==> src/verilog/core_video_pkg.sv <==
/*
 * Shared types and constants for the video core.
 * Holds the video mode and sequencer state encodings, the PLL reconfiguration
 * tables, the bridge register map and the frame counter width.
 */

package core_video_pkg;

  ////////////////////////////////////////
  // encodings
  ////////////////////////////////////////

  // requested / applied video refresh mode
  typedef enum logic [1:0] {
    VIDEO_50HZ = 2'd0,
    VIDEO_55HZ = 2'd1,
    VIDEO_57HZ = 2'd2,
    VIDEO_60HZ = 2'd3
  } video_timing_t;

  // reconfiguration sequencer states
  typedef enum logic [1:0] {
    SEQ_IDLE   = 2'd0,
    SEQ_SETTLE = 2'd1,
    SEQ_WRITE  = 2'd2,
    SEQ_RELOCK = 2'd3
  } seq_state_t;

  ////////////////////////////////////////
  // pll management
  ////////////////////////////////////////

  // address/data pairs per table
  localparam int PLL_PARAM_COUNT = 9;
  // management port address width
  localparam int PLL_CFG_ADDR_W = 6;
  // pause before the first table write
  localparam int SETTLE_CYCLES = 255;

  // tables alternate address then data
  // order: waitrequest mode, M, N, four C counters, bandwidth, start
  localparam logic [31:0] pll_table_55 [0:2*PLL_PARAM_COUNT-1] = '{
    32'h0, 32'h0,
    32'h4, 32'h4040,
    32'h3, 32'h20605,
    32'h5, 32'h20504,
    32'h5, 32'h60E0D,
    32'h5, 32'h83636,
    32'h5, 32'hC3636,
    32'h8, 32'h3,
    32'h2, 32'h0
  };

  localparam logic [31:0] pll_table_57 [0:2*PLL_PARAM_COUNT-1] = '{
    32'h0, 32'h0,
    32'h4, 32'h26F6E,
    32'h3, 32'h20605,
    32'h5, 32'h20807,
    32'h5, 32'h61716,
    32'h5, 32'h85A5A,
    32'h5, 32'hC5A5A,
    32'h8, 32'h2,
    32'h2, 32'h0
  };

  localparam logic [31:0] pll_table_60 [0:2*PLL_PARAM_COUNT-1] = '{
    32'h0, 32'h0,
    32'h4, 32'h24746,
    32'h3, 32'h505,
    32'h5, 32'h505,
    32'h5, 32'h40F0F,
    32'h5, 32'h83C3C,
    32'h5, 32'hC3C3C,
    32'h8, 32'h3,
    32'h2, 32'h0
  };

  ////////////////////////////////////////
  // bridge register map
  ////////////////////////////////////////

  localparam logic [31:0] REG_VID_MODE_ADDR = 32'hF300_0000;
  localparam logic [31:0] REG_STATUS_ADDR   = 32'hFA00_0000;
  localparam logic [31:0] REG_FRAME_ADDR    = 32'hFB00_0000;

  // frame counter as seen over the bridge
  localparam int FRAME_COUNT_W = 16;

endpackage

==> src/verilog/bridge_regs.sv <==
/*
 * Host bridge register block.
 * Takes mode writes from the host, decodes reads of the mode, status and
 * frame counter registers and returns them registered, one cycle after
 * bridge_rd. Every access completes in a single cycle.
 */

`timescale 1ns/1ps

module bridge_regs (
  input  logic                                     clk_74a,
  input  logic                                     reset_n,

  // host bridge, synchronous to clk_74a
  input  logic [31:0]                              bridge_addr,
  input  logic                                     bridge_rd,
  input  logic                                     bridge_wr,
  input  logic [31:0]                              bridge_wr_data,
  output logic [31:0]                              bridge_rd_data,

  // live state for the status word
  input  logic                                     pll_locked,
  input  logic                                     reconfig_pause,
  input  core_video_pkg::seq_state_t               seq_state,
  input  core_video_pkg::video_timing_t            applied_mode,
  input  logic [core_video_pkg::FRAME_COUNT_W-1:0] frame_count,

  // mode level toward the sequencer
  output core_video_pkg::video_timing_t            requested_mode
);

  import core_video_pkg::*;

  logic [31:0] status_word;
  logic [31:0] rd_mux;

  ////////////////////////////////////////
  // mode register
  ////////////////////////////////////////

  // power up in the 55hz mode, same as the sequencer
  always_ff @(posedge clk_74a or negedge reset_n) begin
    if (!reset_n) begin
      requested_mode <= VIDEO_55HZ;
    end else if (bridge_wr && (bridge_addr == REG_VID_MODE_ADDR)) begin
      // only the low two bits carry the mode
      requested_mode <= video_timing_t'(bridge_wr_data[1:0]);
    end
  end

  ////////////////////////////////////////
  // read path
  ////////////////////////////////////////

  // status layout
  // [0] lock, [1] pause, [3:2] seq state, [5:4] applied mode
  assign status_word = {
    26'd0,
    applied_mode,
    seq_state,
    reconfig_pause,
    pll_locked
  };

  // full 32-bit address match, unmapped reads give zero
  always_comb begin
    case (bridge_addr)
      REG_VID_MODE_ADDR: begin
        rd_mux = {30'd0, requested_mode};
      end
      REG_STATUS_ADDR: begin
        rd_mux = status_word;
      end
      REG_FRAME_ADDR: begin
        rd_mux = {{(32 - FRAME_COUNT_W){1'b0}}, frame_count};
      end
      default: begin
        rd_mux = 32'd0;
      end
    endcase
  end

  // read data valid the cycle after bridge_rd
  // held until the next read
  always_ff @(posedge clk_74a or negedge reset_n) begin
    if (!reset_n) begin
      bridge_rd_data <= 32'd0;
    end else if (bridge_rd) begin
      bridge_rd_data <= rd_mux;
    end
  end

endmodule

==> src/verilog/pll_reconfig_seq.sv <==
/*
 * PLL reconfiguration sequencer.
 * On a change of the requested mode it pauses the core, waits a settle time,
 * then writes the nine address/data pairs of the mode table to the PLL
 * management port. Progress only happens while locked and not in waitrequest.
 */

`timescale 1ns/1ps

module pll_reconfig_seq (
  input  logic                                      clk_74a,
  input  logic                                      reset_n,

  // mode level from the register block
  input  core_video_pkg::video_timing_t             requested_mode,

  // pll status, driven outside the design
  input  logic                                      pll_locked,
  input  logic                                      cfg_waitrequest,

  // pll management write port
  output logic                                      cfg_write,
  output logic [core_video_pkg::PLL_CFG_ADDR_W-1:0] cfg_address,
  output logic [31:0]                               cfg_data,

  output logic                                      reconfig_pause,
  output core_video_pkg::seq_state_t                seq_state,
  output core_video_pkg::video_timing_t             applied_mode
);

  import core_video_pkg::*;

  localparam int IDX_W    = $clog2(PLL_PARAM_COUNT);
  localparam int SETTLE_W = $clog2(SETTLE_CYCLES);

  logic                advance;
  logic                last_settle;
  logic                last_pair;
  logic                issue_pair;
  logic [SETTLE_W-1:0] settle_cnt;
  logic [IDX_W-1:0]    param_idx;
  logic [31:0]         addr_word;
  logic [31:0]         data_word;

  // pll ready to take a step
  assign advance     = pll_locked & ~cfg_waitrequest;
  assign last_settle = (settle_cnt == SETTLE_W'(SETTLE_CYCLES - 1));
  assign last_pair   = (param_idx == IDX_W'(PLL_PARAM_COUNT - 1));

  // first pair leaves on the final settle cycle
  // so the first write lands 256 cycles after the mode write
  assign issue_pair = advance &
                      (((seq_state == SEQ_SETTLE) & last_settle) |
                       (seq_state == SEQ_WRITE));

  ////////////////////////////////////////
  // table select
  ////////////////////////////////////////

  // 50hz has no table of its own and runs on the 55hz one
  always_comb begin
    case (applied_mode)
      VIDEO_57HZ: begin
        addr_word = pll_table_57[{param_idx, 1'b0}];
        data_word = pll_table_57[{param_idx, 1'b1}];
      end
      VIDEO_60HZ: begin
        addr_word = pll_table_60[{param_idx, 1'b0}];
        data_word = pll_table_60[{param_idx, 1'b1}];
      end
      default: begin
        addr_word = pll_table_55[{param_idx, 1'b0}];
        data_word = pll_table_55[{param_idx, 1'b1}];
      end
    endcase
  end

  ////////////////////////////////////////
  // sequencer fsm
  ////////////////////////////////////////

  always_ff @(posedge clk_74a or negedge reset_n) begin
    if (!reset_n) begin
      seq_state      <= SEQ_IDLE;
      applied_mode   <= VIDEO_55HZ;
      reconfig_pause <= 1'b0;
      cfg_write      <= 1'b0;
      settle_cnt     <= '0;
      param_idx      <= '0;
    end else begin
      // one pulse per issued pair
      cfg_write <= issue_pair;
      // everything else holds on waitrequest or lost lock
      if (advance) begin
        case (seq_state)
          SEQ_IDLE: begin
            if (requested_mode != applied_mode) begin
              applied_mode   <= requested_mode;
              reconfig_pause <= 1'b1;
              settle_cnt     <= '0;
              param_idx      <= '0;
              seq_state      <= SEQ_SETTLE;
            end
          end
          SEQ_SETTLE: begin
            if (last_settle) begin
              // pair 0 goes out on this edge
              param_idx <= param_idx + 1'b1;
              seq_state <= SEQ_WRITE;
            end else begin
              settle_cnt <= settle_cnt + 1'b1;
            end
          end
          SEQ_WRITE: begin
            // start reconfigure is the last pair
            if (last_pair) begin
              seq_state <= SEQ_RELOCK;
            end else begin
              param_idx <= param_idx + 1'b1;
            end
          end
          SEQ_RELOCK: begin
            // lock is back, release the core
            reconfig_pause <= 1'b0;
            seq_state      <= SEQ_IDLE;
          end
          default: begin
            seq_state <= SEQ_IDLE;
          end
        endcase
      end
    end
  end

  // address/data only move with a write pulse
  always_ff @(posedge clk_74a) begin
    if (issue_pair) begin
      cfg_address <= addr_word[PLL_CFG_ADDR_W-1:0];
      cfg_data    <= data_word;
    end
  end

endmodule

==> src/verilog/video_timing_gen.sv <==
/*
 * Video timing generator.
 * Produces a fixed raster with a flat grey active area, one-cycle sync pulses
 * and a frame counter. All outputs are registered. While the PLL is being
 * reconfigured the raster stops where it is and the outputs go quiet.
 */

`timescale 1ns/1ps

module video_timing_gen #(
  parameter int H_TOTAL    = 400,
  parameter int H_ACTIVE   = 320,
  parameter int H_BPORCH   = 10,
  parameter int V_TOTAL    = 512,
  parameter int V_ACTIVE   = 240,
  parameter int V_BPORCH   = 10,
  parameter int HS_POS     = 3,
  parameter int GREY_LEVEL = 60
) (
  input  logic                                     clk_74a,
  input  logic                                     reset_n,

  // core pause from the sequencer
  input  logic                                     reconfig_pause,

  // scaler side
  output logic [23:0]                              video_rgb,
  output logic                                     video_de,
  output logic                                     video_hs,
  output logic                                     video_vs,

  output logic [core_video_pkg::FRAME_COUNT_W-1:0] frame_count
);

  localparam int X_W = $clog2(H_TOTAL);
  localparam int Y_W = $clog2(V_TOTAL);
  // grey level on each colour channel
  localparam logic [7:0] GREY = 8'(GREY_LEVEL);

  logic [X_W-1:0] x_count;
  logic [Y_W-1:0] y_count;
  logic           line_end;
  logic           frame_end;
  logic           frame_start;
  logic           in_h;
  logic           in_v;
  logic           in_active;

  ////////////////////////////////////////
  // raster decode
  ////////////////////////////////////////

  assign line_end    = (x_count == X_W'(H_TOTAL - 1));
  assign frame_end   = (y_count == Y_W'(V_TOTAL - 1));
  assign frame_start = (x_count == '0) && (y_count == '0);

  // active window sits after the back porch on both axes
  assign in_h = (x_count >= X_W'(H_BPORCH)) &&
                (x_count < X_W'(H_BPORCH + H_ACTIVE));
  assign in_v = (y_count >= Y_W'(V_BPORCH)) &&
                (y_count < Y_W'(V_BPORCH + V_ACTIVE));
  assign in_active = in_h && in_v;

  ////////////////////////////////////////
  // counters and outputs
  ////////////////////////////////////////

  always_ff @(posedge clk_74a or negedge reset_n) begin
    if (!reset_n) begin
      x_count     <= '0;
      y_count     <= '0;
      video_vs    <= 1'b0;
      video_hs    <= 1'b0;
      video_de    <= 1'b0;
      video_rgb   <= 24'd0;
      frame_count <= '0;
    end else if (reconfig_pause) begin
      // hold position, the held pixel comes out after the pause
      video_vs  <= 1'b0;
      video_hs  <= 1'b0;
      video_de  <= 1'b0;
      video_rgb <= 24'd0;
    end else begin
      // x wraps every line, y every frame
      if (line_end) begin
        x_count <= '0;
        if (frame_end) begin
          y_count <= '0;
        end else begin
          y_count <= y_count + 1'b1;
        end
      end else begin
        x_count <= x_count + 1'b1;
      end

      // vs on the first pixel of the frame
      video_vs <= frame_start;
      // hs a few clocks into the line, apart from vs
      video_hs <= (x_count == X_W'(HS_POS));
      video_de <= in_active;

      // grey inside the window, black elsewhere
      video_rgb <= in_active ? {GREY, GREY, GREY} : 24'd0;

      if (frame_start) begin
        frame_count <= frame_count + 1'b1;
      end
    end
  end

endmodule

==> src/verilog/core_top.sv <==
/*
 * Core top level.
 * Connects the bridge register block, the PLL reconfiguration sequencer and
 * the video timing generator, and passes the raster settings down.
 */

`timescale 1ns/1ps

module core_top #(
  parameter int H_TOTAL    = 400,
  parameter int H_ACTIVE   = 320,
  parameter int H_BPORCH   = 10,
  parameter int V_TOTAL    = 512,
  parameter int V_ACTIVE   = 240,
  parameter int V_BPORCH   = 10,
  parameter int HS_POS     = 3,
  parameter int GREY_LEVEL = 60
) (
  input  logic                                      clk_74a,
  input  logic                                      reset_n,

  // host bridge
  input  logic [31:0]                               bridge_addr,
  input  logic                                      bridge_rd,
  output logic [31:0]                               bridge_rd_data,
  input  logic                                      bridge_wr,
  input  logic [31:0]                               bridge_wr_data,

  // external pll
  input  logic                                      pll_locked,
  input  logic                                      cfg_waitrequest,
  output logic                                      cfg_write,
  output logic [core_video_pkg::PLL_CFG_ADDR_W-1:0] cfg_address,
  output logic [31:0]                               cfg_data,

  // video out
  output logic [23:0]                               video_rgb,
  output logic                                      video_de,
  output logic                                      video_hs,
  output logic                                      video_vs
);

  import core_video_pkg::*;

  video_timing_t            requested_mode;
  video_timing_t            applied_mode;
  seq_state_t               seq_state;
  logic                     reconfig_pause;
  logic [FRAME_COUNT_W-1:0] frame_count;

  ////////////////////////////////////////
  // input side
  ////////////////////////////////////////

  bridge_regs u_bridge_regs (
    .clk_74a        (clk_74a),
    .reset_n        (reset_n),
    .bridge_addr    (bridge_addr),
    .bridge_rd      (bridge_rd),
    .bridge_wr      (bridge_wr),
    .bridge_wr_data (bridge_wr_data),
    .bridge_rd_data (bridge_rd_data),
    .pll_locked     (pll_locked),
    .reconfig_pause (reconfig_pause),
    .seq_state      (seq_state),
    .applied_mode   (applied_mode),
    .frame_count    (frame_count),
    .requested_mode (requested_mode)
  );

  ////////////////////////////////////////
  // pll sequencing
  ////////////////////////////////////////

  pll_reconfig_seq u_pll_reconfig_seq (
    .clk_74a         (clk_74a),
    .reset_n         (reset_n),
    .requested_mode  (requested_mode),
    .pll_locked      (pll_locked),
    .cfg_waitrequest (cfg_waitrequest),
    .cfg_write       (cfg_write),
    .cfg_address     (cfg_address),
    .cfg_data        (cfg_data),
    .reconfig_pause  (reconfig_pause),
    .seq_state       (seq_state),
    .applied_mode    (applied_mode)
  );

  ////////////////////////////////////////
  // output side
  ////////////////////////////////////////

  // pause goes straight to the raster
  video_timing_gen #(
    .H_TOTAL    (H_TOTAL),
    .H_ACTIVE   (H_ACTIVE),
    .H_BPORCH   (H_BPORCH),
    .V_TOTAL    (V_TOTAL),
    .V_ACTIVE   (V_ACTIVE),
    .V_BPORCH   (V_BPORCH),
    .HS_POS     (HS_POS),
    .GREY_LEVEL (GREY_LEVEL)
  ) u_video_timing_gen (
    .clk_74a        (clk_74a),
    .reset_n        (reset_n),
    .reconfig_pause (reconfig_pause),
    .video_rgb      (video_rgb),
    .video_de       (video_de),
    .video_hs       (video_hs),
    .video_vs       (video_vs),
    .frame_count    (frame_count)
  );

endmodule

==> config.mk <==
export PLATFORM = sky130hd
export DESIGN_NAME = core_top
export DESIGN_NICKNAME = d
export VERILOG_FILES = /design/src/verilog/core_video_pkg.sv /design/src/verilog/bridge_regs.sv /design/src/verilog/pll_reconfig_seq.sv /design/src/verilog/video_timing_gen.sv /design/src/verilog/core_top.sv
export SDC_FILE = /design/constraint.sdc
export NUM_CORES = 1
export LEC_CHECK = 0
export BUFFER_PORTS_ARGS = -buffer_cell sky130_fd_sc_hd__buf_2
export CORE_ASPECT_RATIO = 0.6
export CORE_MARGIN = 1
export CORE_UTILIZATION = 40
export DETAILED_ROUTE_END_ITERATION = 8
export SETUP_SLACK_MARGIN = 0.15
export SYNTH_ARGS = -nofsm -noshare
export SYNTH_HDL_FRONTEND = slang
export SYNTH_HIERARCHICAL = 1
export SYNTH_SLANG_ARGS = --single-unit
==> constraint.sdc <==
create_clock -name clk_74a -period 3.9 [get_ports clk_74a]
set_input_delay 0.78 -clock clk_74a [delete_from_list [all_inputs] [get_ports clk_74a]]
set_output_delay 0.78 -clock clk_74a [all_outputs]
set_load 0.02 [all_outputs]
==> metrics.cfg <==
[run_status]
outcome = completed

[finish]
finish.net_count = 689
final_area_mm2 = 0.00609
nFillCells = 1238
multi_input_comb_area_mm2 = 0.00269
share_of_cells_above_drive_strength_1_pct = 25.3
register_area_mm2 = 0.00237
insertedDiodeCount = 0
area_growth_syn_to_layout_pct = 10.4

[sta]
final-max-slew-violation-count = 0
min_period_over_period_pct = 62.5
slew_headroom_pct = 38.1
fmax_mhz = 410
report.final.setup_viol = 0
hold_slack_ns = 0.480
final.setup.tns_ns = 0
final_hold_viol_count = 0
final.setup_skew_ns = 0.00700
layout_min_cycle_time_ns = 2.44
rsz_0062_raised_after_global_routing = no
worst_slack_ns = 1.46
worst-slew-pin-transition_ns = 0.928

[critical_path]
cp_data_required_time_ns = 3.87
startpoint_type = register
crit_path_max_fanout = 19
worst-r2r-setup-slack_ns = 1.46
setup.worst_path.end_class = register
critPathArrivalTime_ns = 2.41
critical_path_class = register to register

[drt]
drt_wl_total_um = 12100
drtAntennaViolNets = 0
drt_pass1_iterations = 5
post_drt_via_cell_ratio = 5.29
number_of_vias_after_detailed_routing = 4081
drt-initial-drc-count = 308
drc = 0
wl_per_cell_um = 15.6

[power_and_ir_drop]
switching_share_pct = 25.6
net-switching-power_mw = 0.505
p_int_mw = 1.47
worst_ir_drop_vdd_v = 0.000164
power_density_mw_per_mm2 = 323
share_comb_of_total_power_pct = 7.8
sequentialPowerShare_pct = 51.6
leakagePower_nw = 2.95
power.share.clock_pct = 40.6

[logic_synthesis]
synth_top_cell_by_area = sky130_fd_sc_hd__dfrtp_1
dominantRegCellSynth = sky130_fd_sc_hd__dfrtp_1
syn_avg_cell_area_um2 = 10.5
post_synth_num_cell_types = 81
synth_most_common_cell = sky130_fd_sc_hd__dfrtp_1
synthDominantCellAreaShare_pct = 32.2
synth_area_mm2 = 0.00552
ys_top_cells_by_area = sky130_fd_sc_hd__dfrtp_1 (32%), sky130_fd_sc_hd__edfxtp_1 (9.8%), sky130_fd_sc_hd__buf_4 (8.3%)
number_of_flops_mapped_to_enable_cells_by_yosys = 18
yosys_warnings = 6
syn-instance-count = 528
ys_async_sr_fraction_pct = 80.2
synth-seq-cells = 91
commonest_cells_post_synth = sky130_fd_sc_hd__dfrtp_1 (71), sky130_fd_sc_hd__buf_4 (61), sky130_fd_sc_hd__nand2_1 (38), sky130_fd_sc_hd__nor2_1 (27), sky130_fd_sc_hd__ha_1 (23)
synth-seq-area-share_pct = 42.9

[clock_tree]
cts.htree.levels = 3
postCtsSetupRepairBufs = 0
clk_transition_reported_paths_ns = 0.07
cts.repair.resized = 0
cts_root_cell = sky130_fd_sc_hd__clkbuf_16
cts-buffers-inserted = 9
cts_buffer_depth = 2
clk_latency_ns = 0.34
cts_num_sinks = 91
tritoncts = built
hold_buffers = 0

[grt]
antenna_found_initial = 0
maximum_number_of_pins_on_one_net_before_global_route_repair = 74
grt_util_all_layers_pct = 17.6
final_global_route_overflow_total = 0
first_global_vias = 3789
first_pass_grt_wire_length_um = 19800

[placed_design]
portBuffers = 92
hpwlAfterDp_um = 8790
placedInstanceArea_mm2 = 0.00583
finalWeightedCongestion = 0.897
dpl_worst_slack_ns = 1.46

[floorplan]
start_util_pct = 42.0
die_y_um = 93.0
i_o_pin_total = 168
placement_rows = 32
floorplan.die_area_mm2 = 0.0143
core_region_area_mm2 = 0.0131
die_x_um = 154

[min_path]
hold_class = register to register

[flow_run]
max-cap-violations = 0

[sequential cells by signal, summed over array words and instances, names as in the netlist, 4 cells and up]
register and cells:
u_pll_reconfig_seq/cfg_address 4, u_pll_reconfig_seq/settle_cnt 8, u_video_timing_gen/x_count 9, u_video_timing_gen/y_count 9, u_pll_reconfig_seq/cfg_data 14, u_bridge_regs/bridge_rd_data 16, u_video_timing_gen/frame_count 16, u_pll_reconfig_seq/param_idx 4
[final cells by class]
cell class | instances | area share [%]
clock buffers | 10 | 3.76
clock inverters | 6 | 0.637
inverters | 21 | 1.29
multi-input cells | 379 | 44.1
flip-flops and latches | 91 | 38.9
well taps | 170 | 3.49
repair buffers | 94 | 7.80
[final timing paths]
| check | depth (start not counted) | startpoint | endpoint |
|---|---|---|---|
| max | 5 | u_pll_reconfig_seq/seq_state[1] | u_pll_reconfig_seq/cfg_data[13] |
| min | 1 | u_video_timing_gen/frame_count[15] | u_video_timing_gen/frame_count[15] |
| max reg2reg | 5 | u_pll_reconfig_seq/seq_state[1] | u_pll_reconfig_seq/cfg_data[13] |
| min reg2reg | 1 | u_video_timing_gen/frame_count[15] | u_video_timing_gen/frame_count[15] |
| max in group asynchronous | 2 | reset_n | u_bridge_regs/bridge_rd_data[14] |
| min in group asynchronous | 2 | reset_n | u_video_timing_gen/x_count[6] |
[through the flow]
step	power [mW]	util (%)	instances
6_report	1.97	46.4	771
5_1_grt	2.06	46.4	771
4_1_cts	2.00	46.4	771
3_5_place_dp	1.19	44.4	755
3_3_place_gp	1.18	44.4	755
2_1_floorplan	1.16	-	570
[power by group through the flow]
stage	Clock (mW)	Sequential [mW]	Combinational, mW
after global placement	0	1.03	0.150
after global routing	0.873	1.02	0.171
after detailed placement	0	1.03	0.153
after floorplan	0	1.03	0.134
after CTS	0.829	1.02	0.154
final	0.800	1.02	0.154
[critical path, stage by stage, from the launching register on]
cell	delay (ns)
sky130_fd_sc_hd__dfrtp_1	0.47
sky130_fd_sc_hd__inv_1	0.14
sky130_fd_sc_hd__ha_1	0.36
sky130_fd_sc_hd__inv_1	0.16
sky130_fd_sc_hd__nor3_1	0.24
sky130_fd_sc_hd__o21a_1	0.70
[per-layer routing]
| layer | GRT usage, % | routed length, um | up-vias |
|---|---|---|---|
| met5 | 0 | 0 | - |
| met4 | 4.92 | 110 | 0 |
| met3 | 3.89 | 714 | 10 |
| met2 | 24.5 | 5000 | 166 |
| met1 | 27.0 | 6240 | 1958 |
| li1 | - | - | 1947 |
[cells in the final DEF (no fill, tap or decap), drive strengths merged, types with 7 or more instances in the layout]
cell type and instances:
buf 94, dfrtp 71, conb 45, nand2 39
nor2 27, ha 23, inv 23, o21ai 23
edfxtp 18, nand3 18, nand4 15, xor2 14
o31ai 14, nor4 14, mux2 13, nor3 12
a21oi 10, clkbuf 10, a32o 10, and3 8
nand2b 7, a31oi 7, xnor2 7
[logic make-up after synthesis]
family	count (synthesis)	synth area share, %
AO/OA/AOI/OAI	102	14.3
XOR/XNOR	21	3.47
adder cells (fa/ha/maj)	23	5.21
buffers and inverters	100	11.2
flip-flops	91	42.9
multiplexers	19	3.97
other	3	0.204
AND/OR/NAND/NOR	169	18.7
No activity file was read; power rests on OpenSTA's default activity.
